===== src/hw/mips_pkg.sv =====
// Shared definitions for the single-cycle MIPS core.
// Holds the sizes, opcode and funct encodings, the ALU operation codes
// and the instruction word union. Modules pull it in with a wildcard import.

package mips_pkg;

    // ==================================================
    // sizes
    // ==================================================
    localparam int XLEN        = 32;
    localparam int REG_ADDR_W  = 5;
    // 128 words of data memory
    localparam int DMEM_ADDR_W = 7;

    // ==================================================
    // opcodes and funct codes
    // ==================================================
    localparam logic [5:0] OP_RTYPE = 6'b000000;
    localparam logic [5:0] OP_LW    = 6'b100011;
    localparam logic [5:0] OP_SW    = 6'b101011;
    localparam logic [5:0] OP_BEQ   = 6'b000100;
    localparam logic [5:0] OP_ADDI  = 6'b001000;
    localparam logic [5:0] OP_J     = 6'b000010;

    localparam logic [5:0] FN_ADD   = 6'b100000;
    localparam logic [5:0] FN_SUB   = 6'b100010;
    localparam logic [5:0] FN_AND   = 6'b100100;
    localparam logic [5:0] FN_OR    = 6'b100101;
    localparam logic [5:0] FN_SLT   = 6'b101010;

    // alu operation codes in the classic MIPS control encoding
    typedef enum logic [3:0] {
        ALU_AND = 4'b0000,
        ALU_OR  = 4'b0001,
        ALU_ADD = 4'b0010,
        ALU_SUB = 4'b0110,
        ALU_SLT = 4'b0111
    } alu_op_t;

    // ==================================================
    // instruction word, one view per format
    // ==================================================
    typedef struct packed {
        logic [5:0]            op;
        logic [REG_ADDR_W-1:0] rs;
        logic [REG_ADDR_W-1:0] rt;
        logic [REG_ADDR_W-1:0] rd;
        logic [4:0]            shamt;
        logic [5:0]            funct;
    } r_fmt_t;

    typedef struct packed {
        logic [5:0]            op;
        logic [REG_ADDR_W-1:0] rs;
        logic [REG_ADDR_W-1:0] rt;
        logic [15:0]           imm16;
    } i_fmt_t;

    typedef struct packed {
        logic [5:0]  op;
        logic [25:0] target26;
    } j_fmt_t;

    typedef union packed {
        r_fmt_t r;
        i_fmt_t i;
        j_fmt_t j;
    } instr_t;

endpackage


===== src/hw/alu.sv =====
// Integer ALU for the core.
// Add, subtract, and, or and signed set-less-than on two 32-bit operands.
// zero flags an all-zero result and drives the beq decision.

`timescale 1ns/1ns

module alu
    import mips_pkg::*;
(
    input  logic [XLEN-1:0] a,
    input  logic [XLEN-1:0] b,
    input  alu_op_t         op,
    output logic [XLEN-1:0] result,
    output logic            zero
);

    always_comb begin
        case (op)
            ALU_ADD: result = a + b;
            ALU_SUB: result = a - b;
            ALU_AND: result = a & b;
            ALU_OR:  result = a | b;
            // signed compare gives 1 or 0
            ALU_SLT: result = ($signed(a) < $signed(b)) ? XLEN'(1) : '0;
            default: result = '0;
        endcase
    end

    assign zero = (result == '0);

endmodule


===== src/hw/decode_control.sv =====
// Instruction decoder and main control.
// Splits the fetched word into register indices and a sign-extended
// immediate, and turns opcode plus funct into control levels and one alu_op.

`timescale 1ns/1ns

module decode_control
    import mips_pkg::*;
(
    input  instr_t                instr,
    output logic [REG_ADDR_W-1:0] rs_addr,
    output logic [REG_ADDR_W-1:0] rt_addr,
    output logic [REG_ADDR_W-1:0] wr_addr,
    output logic [XLEN-1:0]       imm_ext,
    output logic [25:0]           target26,
    output logic                  reg_write,
    output logic                  alu_src,
    output logic                  mem_read,
    output logic                  mem_write,
    output logic                  mem_to_reg,
    output logic                  branch,
    output logic                  jump,
    output alu_op_t               alu_op
);

    logic    fn_valid;
    alu_op_t fn_op;

    // ==================================================
    // field extraction
    // ==================================================
    assign rs_addr  = instr.r.rs;
    assign rt_addr  = instr.r.rt;
    // R-type writes rd, I-type writes rt
    assign wr_addr  = (instr.r.op == OP_RTYPE) ? instr.r.rd : instr.i.rt;
    assign imm_ext  = {{(XLEN-16){instr.i.imm16[15]}}, instr.i.imm16};
    assign target26 = instr.j.target26;

    // funct decode for R-type
    always_comb begin
        fn_valid = 1'b1;
        case (instr.r.funct)
            FN_ADD:  fn_op = ALU_ADD;
            FN_SUB:  fn_op = ALU_SUB;
            FN_AND:  fn_op = ALU_AND;
            FN_OR:   fn_op = ALU_OR;
            FN_SLT:  fn_op = ALU_SLT;
            default: begin
                fn_op    = ALU_ADD;
                fn_valid = 1'b0;
            end
        endcase
    end

    // ==================================================
    // main control
    // ==================================================
    always_comb begin
        // defaults describe a nop
        reg_write  = 1'b0;
        alu_src    = 1'b0;
        mem_read   = 1'b0;
        mem_write  = 1'b0;
        mem_to_reg = 1'b0;
        branch     = 1'b0;
        jump       = 1'b0;
        alu_op     = ALU_ADD;
        case (instr.r.op)
            OP_RTYPE: begin
                reg_write = fn_valid;
                alu_op    = fn_op;
            end
            OP_LW: begin
                reg_write  = 1'b1;
                alu_src    = 1'b1;
                mem_read   = 1'b1;
                mem_to_reg = 1'b1;
            end
            OP_SW: begin
                alu_src   = 1'b1;
                mem_write = 1'b1;
            end
            OP_BEQ: begin
                branch = 1'b1;
                alu_op = ALU_SUB;
            end
            OP_ADDI: begin
                reg_write = 1'b1;
                alu_src   = 1'b1;
            end
            OP_J:    jump = 1'b1;
            default: ;
        endcase
    end

endmodule


===== src/hw/fetch_unit.sv =====
// Program counter and next-pc selection.
// Loads one next pc per clock: jump target, taken branch target or pc plus 4.
// Reset forces the pc to address 0.

`timescale 1ns/1ns

module fetch_unit
    import mips_pkg::*;
(
    input  logic            clk,
    input  logic            rst_n,
    input  logic            branch,
    input  logic            jump,
    input  logic            zero,
    input  logic [XLEN-1:0] imm_ext,
    input  logic [25:0]     target26,
    output logic [XLEN-1:0] pc
);

    logic [XLEN-1:0] pc_plus4;
    logic [XLEN-1:0] br_target;
    logic [XLEN-1:0] j_target;
    logic [XLEN-1:0] pc_next;

    assign pc_plus4  = pc + XLEN'(4);
    // the offset counts words so the immediate moves left by two
    assign br_target = pc_plus4 + {imm_ext[XLEN-3:0], 2'b00};
    // region bits come from pc plus 4
    assign j_target  = {pc_plus4[XLEN-1:XLEN-4], target26, 2'b00};

    // jump wins over branch
    always_comb begin
        if (jump) begin
            pc_next = j_target;
        end else if (branch && zero) begin
            pc_next = br_target;
        end else begin
            pc_next = pc_plus4;
        end
    end

    always_ff @(posedge clk) begin
        if (rst_n) begin
            pc <= '0;
        end else begin
            pc <= pc_next;
        end
    end

endmodule


===== src/hw/mem_writeback.sv =====
// Data-memory strobes and register writeback.
// Drives the active-low SRAM controls for loads and stores, the word
// address and store data, and picks the value written to the register file.

`timescale 1ns/1ns

module mem_writeback
    import mips_pkg::*;
(
    input  logic                   rst_n,
    input  logic                   mem_read,
    input  logic                   mem_write,
    input  logic                   mem_to_reg,
    input  logic                   reg_write,
    input  logic [XLEN-1:0]        alu_result,
    input  logic [XLEN-1:0]        rt_data,
    input  logic [XLEN-1:0]        dmem_rdata,
    input  logic [REG_ADDR_W-1:0]  wr_addr,
    output logic                   dmem_cen_n,
    output logic                   dmem_wen_n,
    output logic                   dmem_oen_n,
    output logic [DMEM_ADDR_W-1:0] dmem_addr,
    output logic [XLEN-1:0]        dmem_wdata,
    output logic                   rf_wr_en,
    output logic [REG_ADDR_W-1:0]  rf_wr_addr,
    output logic [XLEN-1:0]        rf_wr_data
);

    assign dmem_cen_n = rst_n | ~(mem_read | mem_write);
    assign dmem_wen_n = rst_n | ~mem_write;
    assign dmem_oen_n = 1'b0;
    assign dmem_addr  = alu_result[DMEM_ADDR_W+1:2];
    assign dmem_wdata = rt_data;

    assign rf_wr_en   = reg_write & ~rst_n;
    assign rf_wr_addr = wr_addr;
    assign rf_wr_data = mem_to_reg ? dmem_rdata : alu_result;

endmodule


===== src/hw/mips_core.sv =====
// Top level of the single-cycle MIPS core.
// Connects fetch, decode, register file, ALU and the memory/writeback stage.
// Instruction and data memories sit outside and answer in the same cycle.

`timescale 1ns/1ns

module mips_core
    import mips_pkg::*;
(
    input  logic                   clk,
    input  logic                   rst_n,
    input  instr_t                 instr,
    input  logic [XLEN-1:0]        dmem_rdata,
    output logic [XLEN-1:0]        imem_addr,
    output logic                   dmem_cen_n,
    output logic                   dmem_wen_n,
    output logic                   dmem_oen_n,
    output logic [DMEM_ADDR_W-1:0] dmem_addr,
    output logic [XLEN-1:0]        dmem_wdata,
    output logic                   rf_wr_en,
    output logic [REG_ADDR_W-1:0]  rf_wr_addr,
    output logic [XLEN-1:0]        rf_wr_data
);

    logic [REG_ADDR_W-1:0] rs_addr;
    logic [REG_ADDR_W-1:0] rt_addr;
    logic [REG_ADDR_W-1:0] wr_addr;
    logic [XLEN-1:0]       imm_ext;
    logic [25:0]           target26;
    logic                  reg_write;
    logic                  alu_src;
    logic                  mem_read;
    logic                  mem_write;
    logic                  mem_to_reg;
    logic                  branch;
    logic                  jump;
    alu_op_t               alu_op;
    logic [XLEN-1:0]       rs_data;
    logic [XLEN-1:0]       rt_data;
    logic [XLEN-1:0]       alu_b;
    logic [XLEN-1:0]       alu_result;
    logic                  zero;

    // ==================================================
    // input side
    // ==================================================
    // the pc doubles as the instruction address
    fetch_unit fetch_i (
        .clk      (clk),
        .rst_n    (rst_n),
        .branch   (branch),
        .jump     (jump),
        .zero     (zero),
        .imm_ext  (imm_ext),
        .target26 (target26),
        .pc       (imem_addr)
    );

    decode_control decode_i (
        .instr      (instr),
        .rs_addr    (rs_addr),
        .rt_addr    (rt_addr),
        .wr_addr    (wr_addr),
        .imm_ext    (imm_ext),
        .target26   (target26),
        .reg_write  (reg_write),
        .alu_src    (alu_src),
        .mem_read   (mem_read),
        .mem_write  (mem_write),
        .mem_to_reg (mem_to_reg),
        .branch     (branch),
        .jump       (jump),
        .alu_op     (alu_op)
    );

    // ==================================================
    // processing
    // ==================================================
    // register write uses the reset-gated enable from writeback
    reg_file rf_i (
        .clk     (clk),
        .rst_n   (rst_n),
        .wr_en   (rf_wr_en),
        .wr_addr (rf_wr_addr),
        .wr_data (rf_wr_data),
        .rs_addr (rs_addr),
        .rt_addr (rt_addr),
        .rs_data (rs_data),
        .rt_data (rt_data)
    );

    // immediate for lw, sw and addi
    assign alu_b = alu_src ? imm_ext : rt_data;

    alu alu_i (
        .a      (rs_data),
        .b      (alu_b),
        .op     (alu_op),
        .result (alu_result),
        .zero   (zero)
    );

    // ==================================================
    // output side
    // ==================================================
    mem_writeback mwb_i (
        .rst_n      (rst_n),
        .mem_read   (mem_read),
        .mem_write  (mem_write),
        .mem_to_reg (mem_to_reg),
        .reg_write  (reg_write),
        .alu_result (alu_result),
        .rt_data    (rt_data),
        .dmem_rdata (dmem_rdata),
        .wr_addr    (wr_addr),
        .dmem_cen_n (dmem_cen_n),
        .dmem_wen_n (dmem_wen_n),
        .dmem_oen_n (dmem_oen_n),
        .dmem_addr  (dmem_addr),
        .dmem_wdata (dmem_wdata),
        .rf_wr_en   (rf_wr_en),
        .rf_wr_addr (rf_wr_addr),
        .rf_wr_data (rf_wr_data)
    );

endmodule


===== src/hw/reg_file.sv =====
// General-purpose register file, 31 writable registers.
// Two combinational read ports and one write port on the rising edge.
// Register 0 always reads as zero and ignores writes.

`timescale 1ns/1ns

module reg_file
    import mips_pkg::*;
(
    input  logic                  clk,
    input  logic                  rst_n,
    input  logic                  wr_en,
    input  logic [REG_ADDR_W-1:0] wr_addr,
    input  logic [XLEN-1:0]       wr_data,
    input  logic [REG_ADDR_W-1:0] rs_addr,
    input  logic [REG_ADDR_W-1:0] rt_addr,
    output logic [XLEN-1:0]       rs_data,
    output logic [XLEN-1:0]       rt_data
);

    // no storage behind index 0
    logic [XLEN-1:0] regs [1:31];

    assign rs_data = (rs_addr == '0) ? '0 : regs[rs_addr];
    assign rt_data = (rt_addr == '0) ? '0 : regs[rt_addr];

    always_ff @(posedge clk) begin
        if (rst_n) begin
            for (int i = 1; i < 32; i++) begin
                regs[i] <= '0;
            end
        end else if (wr_en && (wr_addr != '0)) begin
            regs[wr_addr] <= wr_data;
        end
    end

endmodule


===== config.mk =====
export PLATFORM = sky130hd
export DESIGN_NAME = mips_core
export DESIGN_NICKNAME = d
export VERILOG_FILES = /design/src/hw/mips_pkg.sv /design/src/hw/alu.sv /design/src/hw/decode_control.sv /design/src/hw/fetch_unit.sv /design/src/hw/mem_writeback.sv /design/src/hw/mips_core.sv /design/src/hw/reg_file.sv
export SDC_FILE = /design/constraint.sdc
export NUM_CORES = 2
export LEC_CHECK = 0
export BUFFER_PORTS_ARGS = -buffer_cell sky130_fd_sc_hd__buf_4
export CAP_MARGIN = 20
export CORE_AREA = 2 2 355 444
export CTS_CLUSTER_SIZE = 25
export DETAILED_ROUTE_END_ITERATION = 16
export DIE_AREA = 0 0 357 446
export GPL_ROUTABILITY_DRIVEN = 0
export PLACE_DENSITY = 0.54
export SKIP_LAST_GASP = 1
export SLEW_MARGIN = 20
export SYNTH_ARGS = -nofsm -noshare
export SYNTH_HDL_FRONTEND = slang
export SYNTH_SLANG_ARGS = --single-unit
export TNS_END_PERCENT = 5

===== constraint.sdc =====
create_clock -name clk -period 7.1 [get_ports clk]
set_input_delay 0.355 -clock clk [delete_from_list [all_inputs] [get_ports clk]]
set_output_delay 0.355 -clock clk [all_outputs]
set_load 0.02 [all_outputs]

==> results.toml <==
[finish]
utilization = 0.462
area_delta_synth_final_pct = 16.4
final.fill_count = 13900
final_cells = 7141
drive_above_1_share = 0.293
fin_nets = 5192
final_area_um2 = 71700

[run]
maxCapViolCount = 0

[floorplan]
dieArea_um2 = 159000
die_h_um = 446
io_pins = 178
die_x_um = 357
fp-row-count = 162
fp.coreArea_um2 = 155000
start_util = 0.397

[timing]
finalHoldViolCount = 0
worst_pin_slew_ps = 1190
holdWs_ps = 86.0
finalClockSkew_ps = 43.5
maxSlewHeadroom = 0.201
final.setup.tns_ps = 0
rsz0062_at_grt = "true"
setup_viol = 0
slew_violations = 0
timing.final.crit_share = 0.985
period_needed_ps = 7000
fmax_mhz = 143

[routing]
ant_nets = 0
avgRoutedWirePerCell_um = 33.4
drc = 0
num_vias = 45100
postRouteWirelength_mm = 238
dr.pass1.iters = 7
dr.first_iter.drc_count = 6133
vias_per_cell = 6.31

[hold_path]
hold_class = "primary input to flop"

[status]
outcome = "finished, final reports clean"

[synth]
ys_ff_latch = 1054
synth-warning-count = 0
synth_top_area_cell = "edfxtp_1"
netlist_area_um2 = 61700
synth_top_area_share = 0.499
synth.avg_cell_area_um2 = 13.1
ys.flop_type = "edfxtp_1"
seq_area_frac_synth = 0.508
synth-edff-count = 1024
synth_cell_types = 93
ys_async_sr_fraction = 0
synthTopCellsByArea = "edfxtp_1, mux4_2, nor2_1, ha_1, clkbuf_1"
synth_cells = 4720

[power]
p_leak_nw = 26.9
peakVddDrop_mv = 0.199
powerDensity_nw_per_um2 = 256

[cts]
cts_buffers = 109
cts_num_sinks = 1054
root_buffer = "clkbuf_16"
htree_levels = 3
clk_pin_slew_worst_paths_ps = 60
cts.path.max_buffers = 3
tritoncts = "built"
clk_latency_ps = 770

[critical_path]
cp_slowest_stage_delay_ps = 570
path_cells = "mux4_2, mux4_2, mux2i_1, nor2_1, mux2_2, ha_1, fa_1, nor2b_1, o2111ai_1, buf_4, a21o_1, a211o_1, buf_4, a31oi_1, a311oi_1, o22ai_1, buf_4, mux2i_4, inv_1, buf_4"
cp_max_fo = 4
crit_required_ps = 6740
cp-start-kind = "flop"
criticalPathCategory = "flop to primary output"
cpMaxStageDelayCell = "mux4_2"
cp.arrival_ps = 6640
end_kind = "primary output"
critPathMostFrequentCell = "buf_4"

[grt]
grt_max_degree = 71
grt_usage = 0.297
overflow = 0
antenna_found_initial = 6
grt_pass1_wl_mm = 333
grt_pass1_vias = 44400

[place]
portBuffers = 174
place_area_um2 = 68100
dpl.cell_count = 6917
hpwlAfterDp_mm = 155
-- state kept, by name, summed over array words and instances (netlist names) --
signal and flops:
fetch_i.pc 30, rf_i.regs 1024
-- through the flow --
step / setup slack (ps) / total power, mW
after detailed placement: -2.10 / 12.7
after floorplan: 87.5 / 10.2
final: 104 / 18.4
after global placement: 4.27 / 12.7
after CTS: 15.3 / 18.3
after global routing: -63.3 / 18.9
-- timing repair --
| action | CTS | global route |
|---|---|---|
| setup buffers | 0 | 0 |
| hold endpoints to repair | 16 | 0 |
| endpoints found under the setup margin | 0 | 3 |
| hold buffers | 16 | 0 |
| resized for setup | 0 | 6 |
-- final cells by class --
class                           count  area [µm²]  share of cell area
Clock buffer                      134        2890              0.0402
Clock inverter                     69         566             0.00788
Tap cell                         2050        2560              0.0358
Inverter                          148         556             0.00774
Sequential cell                  1054       31400               0.437
Multi-Input combinational cell   3118       28800               0.401
Timing Repair Buffer              563        5000              0.0698
Antenna cell                        5        12.5            0.000174
-- worst max-delay path, delay by kind of cell, from the launching register on --
kind,cells,cell delay [ps]
multiplexers,5,1760
AO/OA/AOI/OAI,6,1540
buffers and inverters,5,1110
adder cells (fa/ha/maj),2,700
flip-flops,1,390
AND/OR/NAND/NOR,2,350
-- cells in the mapped netlist, types with 11 or more instances --
library cell	instances
nor2_1	1169
xor2_1	20
mux2i_1	77
a221oi_1	12
or3_1	11
clkbuf_1	342
buf_1	65
o31ai_1	24
o22ai_1	15
nand2_1	178
inv_1	147
and3_1	19
a21o_1	21
a31oi_1	11
nand2b_1	81
o21a_1	15
ha_1	129
xnor2_1	39
nor2b_1	16
nor3_1	31
buf_2	19
a21oi_1	148
edfxtp_1	1024
nand4_1	21
o21ai_0	55
a211oi_1	34
o211ai_1	23
mux4_2	640
dfxtp_1	30
nand3_1	33
and2_1	11
a311oi_1	12
nor4_1	25
o21bai_1	33
-- routing by layer --
metal / GRT usage / wire, µm / up-vias
met5: 0 / 28 / -
met2: 0.483 / 114000 / 2699
met3: 0.0666 / 25200 / 490
met1: 0.384 / 88800 / 23400
met4: 0.121 / 10500 / 4
li1: - / - / 18500
-- power breakdown --
part           switching (mW)  internal, mW
Clock                    2.56          3.14
Sequential              0.137          7.08
Combinational            3.56          1.89
-- cells by family after synthesis --
group / Yosys count / share of synthesized area
multiplexers: 724 / 0.248
other: 1 / 0.0000608
adder cells (fa/ha/maj): 132 / 0.0272
AO/OA/AOI/OAI: 508 / 0.0568
flip-flops: 1054 / 0.508
XOR/XNOR: 59 / 0.00838
buffers and inverters: 582 / 0.0365
AND/OR/NAND/NOR: 1660 / 0.115
-- final timing paths --
| kind | slack, ps | endpoint | from | cells past startpoint |
|---|---|---|---|---|
| setup / recovery | 100 | rf_wr_data[26] | rf_i.regs[15][0]$_SDFFCE_PN0P_ | 20 |
| hold / removal | 90 | rf_i.regs[0][24]$_DFFE_PP_ | dmem_rdata[24] | 3 |
| setup reg to reg | 320 | fetch_i.pc[2]$_SDFF_PP0_ | rf_i.regs[15][0]$_SDFFCE_PN0P_ | 21 |
| hold reg to reg | 700 | fetch_i.pc[12]$_SDFF_PP0_ | fetch_i.pc[12]$_SDFF_PP0_ | 3 |
-- cell usage in the layout, fill, tap and decap left out, types with 31 or more instances in the layout --
| cell type | instances |
|---|---|
| a211oi_1 | 34 |
| a21oi_1 | 146 |
| buf_12 | 56 |
| buf_4 | 485 |
| clkbuf_16 | 112 |
| clkinv_1 | 35 |
| conb_1 | 35 |
| edfxtp_1 | 1024 |
| ha_1 | 128 |
| inv_1 | 147 |
| mux2i_1 | 52 |
| mux4_2 | 640 |
| nand2_1 | 146 |
| nand2_2 | 31 |
| nand2b_1 | 50 |
| nand3_1 | 33 |
| nor2_1 | 1165 |
| o21ai_0 | 53 |
| o21bai_1 | 33 |
| xnor2_1 | 39 |
No activity file was read; power rests on OpenSTA's default activity.
